[config.mk]
export PLATFORM = sky130hd
export DESIGN_NAME = soc_io_top
export DESIGN_NICKNAME = d
export VERILOG_FILES = /design/src/design/soc_map_pkg.sv /design/src/design/soc_bus_pkg.sv /design/src/design/io_bus_port.sv /design/src/design/ms_timer.sv /design/src/design/uart_rx_queue.sv /design/src/design/io_ctrl_regs.sv /design/src/design/soc_io_top.sv
export SDC_FILE = /design/constraint.sdc
export NUM_CORES = 1
export LEC_CHECK = 0
export BUFFER_PORTS_ARGS = -buffer_cell sky130_fd_sc_hd__buf_2
export CAP_MARGIN = 25
export CELL_PAD_IN_SITES_DETAIL_PLACEMENT = 0
export CELL_PAD_IN_SITES_GLOBAL_PLACEMENT = 2
export CORE_MARGIN = 2
export CORE_UTILIZATION = 36
export CTS_CLUSTER_DIAMETER = 40
export DETAILED_ROUTE_END_ITERATION = 8
export HOLD_SLACK_MARGIN = 0.08
export PLACE_DENSITY_LB_ADDON = 0.1
export SLEW_MARGIN = 20
export SYNTH_ARGS = -nofsm -noshare
export SYNTH_HDL_FRONTEND = slang
export SYNTH_SLANG_ARGS = --single-unit
[constraint.sdc]
create_clock -name clk_cpu -period 5.15 [get_ports clk_cpu]
set_clock_uncertainty 0.1 [all_clocks]
set_input_delay 0.515 -clock clk_cpu [delete_from_list [all_inputs] [get_ports clk_cpu]]
set_output_delay 0.515 -clock clk_cpu [all_outputs]
set_load 0.03 [all_outputs]
[src/design/soc_map_pkg.sv]
/* I/O region address map, word slot numbers, clock rate,
   display resolution and reset values of the I/O block */

package soc_map_pkg;

    // region decode
    localparam logic [3:0] IO_REGION = 4'hE;    // addr[31:28] of the I/O space

    // word slots, addr[6:2]
    localparam logic [4:0] SLOT_MS        = 5'd0;   // millisecond counter
    localparam logic [4:0] SLOT_LED       = 5'd1;   // led register
    localparam logic [4:0] SLOT_UART_DATA = 5'd2;   // rx byte / tx start
    localparam logic [4:0] SLOT_UART_CTRL = 5'd3;   // uart status / dequeue
    localparam logic [4:0] SLOT_SPI_DATA  = 5'd4;   // spi rx word / spi start
    localparam logic [4:0] SLOT_SPI_CTRL  = 5'd5;   // spi status / slave selects
    localparam logic [4:0] SLOT_GFX_CMD   = 5'd8;   // drawing engine command port
    localparam logic [4:0] SLOT_RES_FLUSH = 5'd9;   // resolution / cache flush
    localparam logic [4:0] SLOT_FB_ADDR   = 5'd10;  // frame buffer base
    localparam logic [4:0] SLOT_VSYNC     = 5'd11;  // vertical sync status

    // timing
    localparam int CLK_FREQ_HZ  = 10_000_000;
    localparam int TICKS_PER_MS = CLK_FREQ_HZ / 1000;
    localparam int TICK_W       = $clog2(TICKS_PER_MS);   // sub-ms counter width

    // fixed 640x480 display
    localparam logic [15:0] H_RES = 16'd640;
    localparam logic [15:0] V_RES = 16'd480;

    // reset values
    localparam logic [31:0] DEFAULT_FB_ADDR = 32'h0100_0000;

    // receive queue size
    localparam int RXQ_DEPTH_LOG2 = 4;
    localparam int RXQ_DEPTH      = 1 << RXQ_DEPTH_LOG2;

endpackage

[src/design/soc_bus_pkg.sv]
/* signal groups of the I/O block: CPU bus request, decoded
   write strobes, readback status and control outputs */

package soc_bus_pkg;

    // one CPU bus request, valid for a single cycle when sel is set
    typedef struct packed {
        logic        sel;
        logic        we;
        logic [31:0] addr;
        logic [31:0] wdata;
    } io_req_t;

    // write strobes, one per writable slot
    typedef struct packed {
        logic        we_led;
        logic        we_uart_data;   // tx start
        logic        we_uart_ctrl;   // rx dequeue
        logic        we_spi_data;    // spi start
        logic        we_spi_ctrl;
        logic        we_gfx_cmd;
        logic        we_res_flush;
        logic        we_fb_addr;
        logic [31:0] wdata;
    } io_wr_t;

    // levels read back by the CPU
    typedef struct packed {
        logic [31:0] ms_count;
        logic [7:0]  rx_byte;
        logic        rx_ready;
        logic        tx_ready;
        logic [31:0] spi_rx;
        logic        spi_ready;
        logic        gfx_ready;
        logic        vsync;
    } io_status_t;

    // registered control outputs
    typedef struct packed {
        logic [7:0]  led;
        logic [1:0]  spi_ss_n;       // active low slave selects
        logic        spi_fast;
        logic [31:0] gfx_cmd_data;
        logic        gfx_cmd_valid;
        logic        flush;
        logic [31:0] frame_base;
    } ctrl_out_t;

endpackage

[src/design/io_bus_port.sv]
/* bus port of the I/O block: region check, per-slot write
   strobes and the combinational read data mux */

`timescale 1ns/1ps

module io_bus_port
    import soc_map_pkg::*, soc_bus_pkg::*;
(
    input  io_req_t     io_req_i,
    input  io_status_t  status_i,
    output io_wr_t      io_wr_o,
    output logic [31:0] rdata_o
);

    logic       io_hit;     // request falls in the I/O region
    logic       wr_en;
    logic [4:0] slot;       // word address

    assign io_hit = io_req_i.sel && (io_req_i.addr[31:28] == IO_REGION);
    assign wr_en  = io_hit && io_req_i.we;
    assign slot   = io_req_i.addr[6:2];

    always_comb begin
        io_wr_o.we_led       = wr_en && (slot == SLOT_LED);
        io_wr_o.we_uart_data = wr_en && (slot == SLOT_UART_DATA);
        io_wr_o.we_uart_ctrl = wr_en && (slot == SLOT_UART_CTRL);
        io_wr_o.we_spi_data  = wr_en && (slot == SLOT_SPI_DATA);
        io_wr_o.we_spi_ctrl  = wr_en && (slot == SLOT_SPI_CTRL);
        io_wr_o.we_gfx_cmd   = wr_en && (slot == SLOT_GFX_CMD);
        io_wr_o.we_res_flush = wr_en && (slot == SLOT_RES_FLUSH);
        io_wr_o.we_fb_addr   = wr_en && (slot == SLOT_FB_ADDR);
        io_wr_o.wdata        = io_req_i.wdata;

        // downstream registers assume a single target per request
        a_one_strobe: assert final ($onehot0({io_wr_o.we_led, io_wr_o.we_uart_data,
                                              io_wr_o.we_uart_ctrl, io_wr_o.we_spi_data,
                                              io_wr_o.we_spi_ctrl, io_wr_o.we_gfx_cmd,
                                              io_wr_o.we_res_flush, io_wr_o.we_fb_addr}))
            else $error("more than one I/O write strobe active");
    end

    // read data, same cycle as the request
    always_comb begin
        rdata_o = 32'd0;
        if (io_hit) begin
            case (slot)
                SLOT_MS:        rdata_o = status_i.ms_count;
                SLOT_UART_DATA: rdata_o = {24'd0, status_i.rx_byte};
                SLOT_UART_CTRL: rdata_o = {30'd0, status_i.tx_ready, status_i.rx_ready};
                SLOT_SPI_DATA:  rdata_o = status_i.spi_rx;
                SLOT_SPI_CTRL:  rdata_o = {31'd0, status_i.spi_ready};
                SLOT_GFX_CMD:   rdata_o = {31'd0, status_i.gfx_ready};
                SLOT_RES_FLUSH: rdata_o = {H_RES, V_RES};   // width high, height low
                SLOT_VSYNC:     rdata_o = {31'd0, status_i.vsync};
                default:        rdata_o = 32'd0;            // write-only and spare slots
            endcase
        end
    end

endmodule

[src/design/ms_timer.sv]
/* free-running millisecond counter driven by a sub-millisecond
   tick divider */

`timescale 1ns/1ps

module ms_timer
    import soc_map_pkg::*;
(
    input  logic        clk_cpu,
    input  logic        rst_n,
    output logic [31:0] ms_count_o
);

    logic [TICK_W-1:0] tick_q;  // cycles within the current ms
    logic              ms_wrap;

    assign ms_wrap = (tick_q == TICK_W'(TICKS_PER_MS - 1));

    always_ff @(posedge clk_cpu) begin
        if (!rst_n) begin
            tick_q     <= '0;
            ms_count_o <= 32'd0;
        end else begin
            if (ms_wrap) begin
                tick_q     <= '0;
                ms_count_o <= ms_count_o + 32'd1;   // one per TICKS_PER_MS cycles
            end else begin
                tick_q <= tick_q + TICK_W'(1);
            end
        end
    end

endmodule

[src/design/uart_rx_queue.sv]
/* UART receive byte queue: edge-detected enqueue, registered
   pop on a dequeue strobe and the latched read byte */

`timescale 1ns/1ps

module uart_rx_queue
    import soc_map_pkg::*;
(
    input  logic       clk_cpu,
    input  logic       rst_n,
    input  logic [7:0] rx_byte_i,
    input  logic       rx_valid_i,
    input  logic       deq_i,
    output logic [7:0] rx_data_o,
    output logic       rx_ready_o
);

    localparam int PTR_W = RXQ_DEPTH_LOG2 + 1;     // extra bit tells full from empty

    logic [7:0]       mem [RXQ_DEPTH];
    logic [PTR_W-1:0] wptr_q;
    logic [PTR_W-1:0] rptr_q;
    logic [PTR_W-1:0] level;
    logic [PTR_W-1:0] level_next;
    logic             rx_valid_q;   // previous receiver level
    logic             pop_q;        // pop pending from last cycle's dequeue
    logic             full;
    logic             push_ok;
    logic             deq_ok;

    assign level   = wptr_q - rptr_q;
    assign full    = (level == PTR_W'(RXQ_DEPTH));
    assign push_ok = rx_valid_i && !rx_valid_q && !full;    // rising edge only
    // a pending pop already claims one entry
    assign deq_ok  = deq_i && (level > PTR_W'(pop_q));

    assign level_next = level + PTR_W'(push_ok) - PTR_W'(pop_q);

    always_ff @(posedge clk_cpu) begin
        if (push_ok) begin
            mem[wptr_q[RXQ_DEPTH_LOG2-1:0]] <= rx_byte_i;
        end
    end

    always_ff @(posedge clk_cpu) begin
        if (!rst_n) begin
            wptr_q     <= '0;
            rptr_q     <= '0;
            rx_valid_q <= 1'b0;
            pop_q      <= 1'b0;
            rx_ready_o <= 1'b0;
            rx_data_o  <= 8'd0;
        end else begin
            rx_valid_q <= rx_valid_i;
            pop_q      <= deq_ok;
            rx_ready_o <= (level_next != '0);
            if (push_ok) begin
                wptr_q <= wptr_q + PTR_W'(1);
            end
            if (pop_q) begin
                rx_data_o <= mem[rptr_q[RXQ_DEPTH_LOG2-1:0]];  // shows two cycles after deq
                rptr_q    <= rptr_q + PTR_W'(1);
            end
        end
    end

    a_no_pop_empty: assert property (@(posedge clk_cpu) disable iff (!rst_n)
        pop_q |-> (wptr_q != rptr_q))
        else $error("rx queue popped while empty");

    // registered ready tracks the pointers
    a_ready_level: assert property (@(posedge clk_cpu) disable iff (!rst_n)
        rx_ready_o == (wptr_q != rptr_q))
        else $error("rx ready disagrees with queue level");

endmodule

[src/design/io_ctrl_regs.sv]
/* writable control registers of the I/O block: LEDs, SPI control,
   drawing-engine command, frame base and the one-cycle pulses */

`timescale 1ns/1ps

module io_ctrl_regs
    import soc_map_pkg::*, soc_bus_pkg::*;
(
    input  logic        clk_cpu,
    input  logic        rst_n,
    input  io_wr_t      io_wr_i,
    input  logic [31:0] gfx_front_addr_i,
    output ctrl_out_t   ctrl_o,
    output logic        tx_start_o,
    output logic [7:0]  tx_data_o,
    output logic        spi_start_o,
    output logic [31:0] spi_tx_o
);

    logic [7:0]  led_q;
    logic [2:0]  spi_ctrl_q;    // [2] fast, [1:0] slave enables
    logic [31:0] gfx_data_q;
    logic        gfx_valid_q;
    logic        flush_q;
    logic [31:0] fb_addr_q;
    logic        use_front_q;   // engine owns the frame base

    // control state and pulses
    always_ff @(posedge clk_cpu) begin
        if (!rst_n) begin
            led_q       <= 8'd0;
            spi_ctrl_q  <= 3'd0;
            gfx_valid_q <= 1'b0;
            flush_q     <= 1'b0;
            fb_addr_q   <= DEFAULT_FB_ADDR;
            use_front_q <= 1'b0;
            tx_start_o  <= 1'b0;
            spi_start_o <= 1'b0;
        end else begin
            tx_start_o  <= io_wr_i.we_uart_data;
            spi_start_o <= io_wr_i.we_spi_data;
            gfx_valid_q <= io_wr_i.we_gfx_cmd;
            flush_q     <= io_wr_i.we_res_flush && io_wr_i.wdata[0];
            if (io_wr_i.we_led) begin
                led_q <= io_wr_i.wdata[7:0];
            end
            if (io_wr_i.we_spi_ctrl) begin
                spi_ctrl_q <= io_wr_i.wdata[2:0];
            end
            if (io_wr_i.we_gfx_cmd) begin
                use_front_q <= 1'b1;            // engine takes over the base
            end else if (io_wr_i.we_fb_addr) begin
                fb_addr_q   <= io_wr_i.wdata;
                use_front_q <= 1'b0;
            end
        end
    end

    // data that travels with the pulses
    always_ff @(posedge clk_cpu) begin
        if (io_wr_i.we_uart_data) tx_data_o <= io_wr_i.wdata[7:0];
        if (io_wr_i.we_spi_data)  spi_tx_o <= io_wr_i.wdata;
        if (io_wr_i.we_gfx_cmd)   gfx_data_q <= io_wr_i.wdata;
    end

    always_comb begin
        ctrl_o.led           = led_q;
        ctrl_o.spi_ss_n      = ~spi_ctrl_q[1:0];   // active low
        ctrl_o.spi_fast      = spi_ctrl_q[2];
        ctrl_o.gfx_cmd_data  = gfx_data_q;
        ctrl_o.gfx_cmd_valid = gfx_valid_q;
        ctrl_o.flush         = flush_q;
        ctrl_o.frame_base    = use_front_q ? gfx_front_addr_i : fb_addr_q;
    end

    // software spaces engine commands by polling ready
    a_gfx_single: assert property (@(posedge clk_cpu) disable iff (!rst_n)
        gfx_valid_q |=> !gfx_valid_q)
        else $error("back-to-back drawing engine commands");

endmodule

[src/design/soc_io_top.sv]
/* memory-mapped I/O block of the SoC: bus port, millisecond
   timer, UART receive queue and control registers */

`timescale 1ns/1ps

module soc_io_top
    import soc_bus_pkg::*;
(
    input  logic        clk_cpu,
    input  logic        rst_n,
    // CPU bus
    input  io_req_t     io_req_i,
    output logic [31:0] rdata_o,
    // UART
    input  logic [7:0]  rx_byte_i,
    input  logic        rx_valid_i,
    input  logic        tx_rdy_i,
    output logic        tx_start_o,
    output logic [7:0]  tx_data_o,
    // SPI
    input  logic [31:0] spi_rx_i,
    input  logic        spi_rdy_i,
    output logic        spi_start_o,
    output logic [31:0] spi_tx_o,
    // drawing engine and video
    input  logic        gfx_ready_i,
    input  logic [31:0] gfx_front_addr_i,
    input  logic        vsync_i,
    output ctrl_out_t   ctrl_o
);

    io_wr_t      io_wr;
    io_status_t  status;
    logic [31:0] ms_count;
    logic [7:0]  rx_data;
    logic        rx_ready;

    assign status.ms_count  = ms_count;
    assign status.rx_byte   = rx_data;
    assign status.rx_ready  = rx_ready;
    assign status.tx_ready  = tx_rdy_i;
    assign status.spi_rx    = spi_rx_i;
    assign status.spi_ready = spi_rdy_i;
    assign status.gfx_ready = gfx_ready_i;
    assign status.vsync     = vsync_i;

    io_bus_port u_bus_port (
        .io_req_i (io_req_i),
        .status_i (status),
        .io_wr_o  (io_wr),
        .rdata_o  (rdata_o)
    );

    ms_timer u_ms_timer (
        .clk_cpu    (clk_cpu),
        .rst_n      (rst_n),
        .ms_count_o (ms_count)
    );

    uart_rx_queue u_rx_queue (
        .clk_cpu    (clk_cpu),
        .rst_n      (rst_n),
        .rx_byte_i  (rx_byte_i),
        .rx_valid_i (rx_valid_i),
        .deq_i      (io_wr.we_uart_ctrl),
        .rx_data_o  (rx_data),
        .rx_ready_o (rx_ready)
    );

    io_ctrl_regs u_ctrl_regs (
        .clk_cpu          (clk_cpu),
        .rst_n            (rst_n),
        .io_wr_i          (io_wr),
        .gfx_front_addr_i (gfx_front_addr_i),
        .ctrl_o           (ctrl_o),
        .tx_start_o       (tx_start_o),
        .tx_data_o        (tx_data_o),
        .spi_start_o      (spi_start_o),
        .spi_tx_o         (spi_tx_o)
    );

endmodule

# Word level (Yosys, flattened, before mapping)
# Memories as Yosys holds them, arrays and structs flattened. A register that Yosys moved wholly into a read port is not among the register bits.
# Cells that the tools add are included.
# totals
mem_bits_rw	128
register_bits	179
input_bits	145
out_inout_bits	151
mem_count	1
# mem_list
name	words	width	read_ports	rd_ports_with_merged_regs	wr	line_no	text
u_rx_queue.mem	16	8	1	1	1	uart_rx_queue.sv:20	logic [7:0] mem [RXQ_DEPTH];
# op_classes
reduce_logical	22
mux	7
n_addsub	7
magnitude_cmp	1
bitwise_logic	3
eq_ne	12
# op_table
operator	count
case mux 32 bit (8 select lines)	1
2-to-1 mux 32 bit	2
adder 32 x 1 -> 32 bit, second input constant	1
== test 5 x 4 -> 1 bit, second input constant	4
adder 14 x 1 -> 14 bit, second input constant	1
== test 14 bit, second input constant	1
logical AND 1 bit	14
adder 5 x 1 -> 5 bit, second input constant	2
== test 5 x 2 -> 1 bit, second input constant	2
== test 5 x 3 -> 1 bit, second input constant	2
adder 5 x 1 -> 5 bit	1
== test 5 x 1 -> 1 bit, second input constant	1
== test 5 bit, second input constant	1
greater-than comparator 5 x 1 -> 1 bit	1
logical NOT 5 bit	1
nonzero test 5 bit	1
subtractor 5 x 1 -> 5 bit	1
subtractor 5 bit	1
== test 4 bit, second input constant	1
2-to-1 mux 1 bit	4
logical NOT 1 bit	3
NOT 1 bit	2
NOT 2 bit	1
AND reduction 2 bit	1
other kinds (2)	2

# Longest topological paths before layout
# depth
depth_word	7
ltp_mapped	18
mapped_depth_nobuf	16

# Modules after synthesis
# From an unflattened synthesis, not the netlist that was laid out.
# unflattened
cells_unflattened	1116
hier_area_um2	13929.6
# by_module_without_submodules
mod	instances	area_each_um2	cells_per_inst
uart_rx_queue	1	6212.2	393
io_ctrl_regs	1	4481.8	301
ms_timer	1	2293.4	271
io_bus_port	1	942.2	151

# Worst setup path before layout
# OpenSTA, ideal clock, no wires.
# synth_timing
path_type	input port to flip-flop
from	in io_req_i[36] (netlist bit)
to	reg u_ctrl_regs.gfx_data_q[0] (enable)
required_ps	4548
setup_slack_ps	519
path_buffers	0
cell_stages	2
arrival_ps	4030
path_cell_list	or3b_1 -> nor4_1
# synth_rtl
item	line_no	text
start, declared	soc_io_top.sv:12	input io_req_t io_req_i,
end signal, assigned	io_ctrl_regs.sv:63	if (io_wr_i.we_gfx_cmd) gfx_data_q <= io_wr_i.wdata;
end, declared	io_ctrl_regs.sv:22	logic [31:0] gfx_data_q;

# Worst setup path in the final report
# layout_timing
from	reg u_rx_queue.rptr_q[2]
to	reg u_rx_queue.rx_ready_o
# layout_via
elab_chain_cells	7
# layout_rtl
item	line_no	text
start, declared	uart_rx_queue.sv:22	logic [PTR_W-1:0] rptr_q;
start signal, assigned	uart_rx_queue.sv:62	rptr_q <= rptr_q + PTR_W'(1);
subtractor 5 bit	uart_rx_queue.sv:31	assign level = wptr_q - rptr_q;
== test 5 bit	uart_rx_queue.sv:32	assign full = (level == PTR_W'(RXQ_DEPTH));
logical NOT 1 bit	uart_rx_queue.sv:33	assign push_ok = rx_valid_i && !rx_valid_q && !full;
logical AND 1 bit	uart_rx_queue.sv:33	
named net u_rx_queue.push_ok	uart_rx_queue.sv:28	logic push_ok;
adder 5 x 1 -> 5 bit	uart_rx_queue.sv:37	assign level_next = level + PTR_W'(push_ok) - PTR_W'(pop_q);
subtractor 5 x 1 -> 5 bit	uart_rx_queue.sv:37	
nonzero test 5 bit	uart_rx_queue.sv:56	rx_ready_o <= (level_next != '0);
end signal, assigned	uart_rx_queue.sv:56	
end, declared	uart_rx_queue.sv:15	output logic rx_ready_o
# The timed path passes the listed nets, and every way through them passes these cells.
# A chain may end at the register's enable or synchronous reset.

==> results.json <==
{
  "grt-ovfl-total": 0,
  "peakVddDrop_v": 0.000257,
  "ys_types": 55,
  "synth_seq_area_share_pct": 62.7,
  "yosys.area_share.simple_pct": 12.1,
  "critPathArrivalTime_ps": 4490,
  "cpMostUsedCell": "ha_1",
  "clockBufferDepth": 3,
  "ff2ff_path_depth": 14,
  "synth-xor-area-share_pct": 2.25,
  "p_int_uw": 4990,
  "dieWidth_um": 196,
  "io_pins": 296,
  "path_cells": "inv_2, ha_1, a21oi_1, xor2_1, ha_1, nand3b_1, a2111oi_0, nor4b_2, ha_1, fa_1, a21oi_1, o21bai_1, xor2_1, a31oi_1",
  "setup_violations": 0,
  "sw_frac_of_total_pct": 22.1,
  "clock-sinks": 315,
  "final_nets": 1509,
  "tns_ps": 0,
  "routed-via-count": 9185,
  "fmax_ghz": 0.243,
  "htreeDepth": 2,
  "cts_inserted_buffers": 51,
  "clk_latency_ps": 560,
  "slew_viol_final": 0,
  "drt-initial-drc-count": 480,
  "clk_pin_slew_ps": 50,
  "critPathKind": "register to register",
  "min_to": "u_ctrl_regs.tx_data_o[3]",
  "synth-compound-area-share_pct": 5.87,
  "ant_nets": 0,
  "cts_root_buf": "clkbuf_16",
  "gp_congestion": 0.759,
  "ff_latch_area_um2": 8310,
  "ys_ff_latch": 315,
  "whs_ps": 105,
  "nFillCells": 3329,
  "viasPerCell": 4.95,
  "synth.cell_area_um2": 13200,
  "r2r-end": "u_rx_queue.rx_ready_o",
  "preCtsSetupSlack_ps": 1020,
  "async_reset_ff_share_pct": 0,
  "critPathMaxStageDelay_ps": 550,
  "post-route-period-util_pct": 79.8,
  "grt_max_degree": 90,
  "rr_startpoint": "u_rx_queue.rptr_q[2]",
  "setup_ws_ps": 1040,
  "synth_warnings": 0,
  "syn2layout_area_growth_pct": 30.0,
  "synth-edff-count": 200,
  "grt_usage_pct": 18.7,
  "worst_slew_pin_slew_ps": 990,
  "crit_slowest_cell": "dfxtp_1",
  "yosys_most_used_dff": "edfxtp_1",
  "p_sw_uw": 1420,
  "fin_area_um2": 17200,
  "wire_per_inst_um": 19.5,
  "drc_errors": 0,
  "clkPwrFrac_pct": 54.3,
  "synth.net_count": 1199,
  "port_buffers": 272,
  "dp_hpwl_mm": 25.8,
  "critPathMaxFanout": 10,
  "drive_above_1_share_pct": 33.8,
  "cts_tree": "yes",
  "hold_viol": 0,
  "start_util_pct": 36.4,
  "die_h_um": 196,
  "dr.pass1.iters": 5,
  "p_seq_share_pct": 42.3,
  "synth_top_family_by_area": "multiplexers",
  "p_per_area_nw_per_um2": 372,
  "worstHoldStart": "io_req_i[3]",
  "endpoint_kind": "register",
  "netlist_instances": 1031,
  "core-area_um2": 36400,
  "antenna_found_initial": 4,
  "combPwrFrac_pct": 3.4,
  "maxCapViolCount": 0,
  "multi_input_area_um2": 4640,
  "drt_wl_total_mm": 36.2,
  "hold_class": "input port to register",
  "postSynthAreaPerCell_um2": 12.8,
  "synthMuxAreaShare_pct": 12.3,
  "row_count": 70,
  "place_area_um2": 15200,
  "holdPathStages": 1,
  "r2r_slack_ps": 1040,
  "die_area_um2": 38300,
  "maxSlewHeadroom_pct": 33.7,
  "total_power_uw": 6400,
  "status": "complete, no violations",
  "leakagePower_uw": 0.00650,
  "synth-adder-area-share_pct": 2.29,
  "grt_pass1_vias": 9037,
  "grt_setup_unrepaired": "false",
  "postCtsResizedCells": 0,
  "crit_required_ps": 5530,
  "grt_pass1_wl_mm": 54.6,
  "period_needed_ps": 4110,
  "crit_path_start_kind": "register"
}
==> worst max-delay path, delay by kind of cell (launching register included) <==
family                   cells  cell delay, ps
adder cells (fa/ha/maj)      4            1310
AO/OA/AOI/OAI                5            1130
flip-flops                   1             550
XOR/XNOR                     2             510
AND/OR/NAND/NOR              2             230
buffers and inverters        1             220
==> how the worst max path moves through the flow <==
stage	start	to	depth (start not counted)
3_3_place_gp	u_rx_queue.rptr_q[2]	u_rx_queue.rx_ready_o	14
3_5_place_dp	u_rx_queue.rptr_q[2]	u_rx_queue.rx_ready_o	14
6_report	u_rx_queue.rptr_q[2]	u_rx_queue.rx_ready_o	14
4_1_cts	u_rx_queue.rptr_q[2]	u_rx_queue.rx_ready_o	14
2_1_floorplan	io_req_i[36]	u_ctrl_regs.gfx_data_q[0]	2
5_1_grt	u_rx_queue.rptr_q[2]	u_rx_queue.rx_ready_o	14
==> power groups by stage <==
stage          clock [µW]  combinational, µW  sequential, µW
6_report             3470                219            2710
5_1_grt              3670                245            2710
4_1_cts              3550                221            2710
3_5_place_dp            0                204            2760
3_3_place_gp            0                201            2760
2_1_floorplan           0               97.4            2760
==> registers in the layout (all words and copies together) (netlist names) <==
signal / count
u_rx_queue.mem: 128
u_ctrl_regs.fb_addr_q: 32
u_ctrl_regs.gfx_data_q: 32
u_ctrl_regs.spi_tx_o: 32
u_ms_timer.ms_count_o: 32
u_ms_timer.tick_q: 14
u_ctrl_regs.led_q: 8
u_ctrl_regs.tx_data_o: 8
u_rx_queue.rx_data_o: 8
u_rx_queue.rptr_q: 5
u_rx_queue.wptr_q: 5
u_ctrl_regs.spi_ctrl_q: 3
u_ctrl_regs.flush_q: 1
u_ctrl_regs.gfx_valid_q: 1
u_ctrl_regs.spi_start_o: 1
u_ctrl_regs.tx_start_o: 1
u_ctrl_regs.use_front_q: 1
u_rx_queue.pop_q: 1
u_rx_queue.rx_ready_o: 1
u_rx_queue.rx_valid_q: 1
==> area by class of cell <==
class | instances | area share (%)
well taps | 468 | 3.40
diodes | 4 | 0.0581
inverters | 23 | 0.502
flip-flops and latches | 315 | 48.3
repair buffers | 316 | 10.6
clock buffers | 54 | 7.60
multi-input cells | 634 | 26.9
clock inverters | 41 | 2.68
==> routing by layer <==
| metal | routed length (µm) | track usage (%) |
|---|---|---|
| met5 | 27 | 0 |
| met4 | 758 | 5.64 |
| met3 | 1860 | 4.02 |
| met2 | 17700 | 32.1 |
| met1 | 15800 | 23.8 |
==> Yosys cell counts (7+ instances only) <==
| master | instances | area [µm²] |
|---|---|---|
| mux2_2 | 42 | 473 |
| dfxtp_1 | 115 | 2300 |
| nor2_1 | 102 | 383 |
| mux2i_1 | 44 | 440 |
| edfxtp_1 | 200 | 6010 |
| xor2_1 | 18 | 158 |
| nand2b_1 | 7 | 43.8 |
| nand4_1 | 17 | 106 |
| nor3_1 | 12 | 60.1 |
| clkbuf_1 | 44 | 165 |
| o221ai_1 | 7 | 61.3 |
| a21oi_1 | 38 | 190 |
| nand3_1 | 52 | 260 |
| nor4_1 | 7 | 43.8 |
| inv_1 | 22 | 82.6 |
| or3_1 | 13 | 81.3 |
| o31ai_1 | 14 | 105 |
| or4_1 | 9 | 67.6 |
| o21ai_0 | 43 | 215 |
| and3_1 | 9 | 56.3 |
| nand2_1 | 73 | 274 |
| ha_1 | 21 | 263 |
| o22ai_1 | 8 | 50.1 |
| mux4_2 | 32 | 721 |
| xnor2_1 | 16 | 140 |
==> placed cells by master (no fill, tap or decap), types with 7 or more instances in the layout <==
cell,synthesis,layout
a21oi_1,38,38
and3_1,9,9
buf_2,6,271
buf_4,3,17
clkbuf_16,0,52
clkinv_2,0,8
clkinv_4,0,7
dfxtp_1,115,114
dlygate4sd3_1,0,25
edfxtp_1,200,200
ha_1,21,21
inv_1,22,21
inv_6,0,8
mux2_2,42,42
mux2i_1,44,44
mux4_2,32,32
nand2_1,73,73
nand2b_1,7,7
nand3_1,52,51
nand4_1,17,17
nor2_1,102,101
nor3_1,12,11
o21ai_0,43,43
o221ai_1,7,7
o22ai_1,8,8
o31ai_1,14,14
or3_1,13,13
or4_1,9,9
xnor2_1,16,16
xor2_1,18,18
==> through the flow <==
| stage | instances | utilization (%) |
|---|---|---|
| after global placement | 1728 | 41.4 |
| after floorplan | 1031 | - |
| after global routing | 1851 | 47.2 |
| after CTS | 1850 | 47.1 |
| after detailed placement | 1730 | 41.6 |
| final | 1855 | 47.2 |
==> kinds of logic after synthesis <==
| kind of cell | Yosys count |
|---|---|
| AOI/OAI and AO/OA | 130 |
| xor gates and xnor gates | 34 |
| adders and majority gates | 23 |
| buffers and inverters | 82 |
| DFF | 315 |
| muxes | 118 |
| and+or+nand+nor | 329 |
==> repair_timing <==
| item | 4_1_cts | 5_1_grt |
|---|---|---|
| hold buffers | 25 | 0 |
| setup buffers | 0 | 0 |
| hold endpoints to repair | 51 | 0 |
Power figures use the tool's default switching activity.
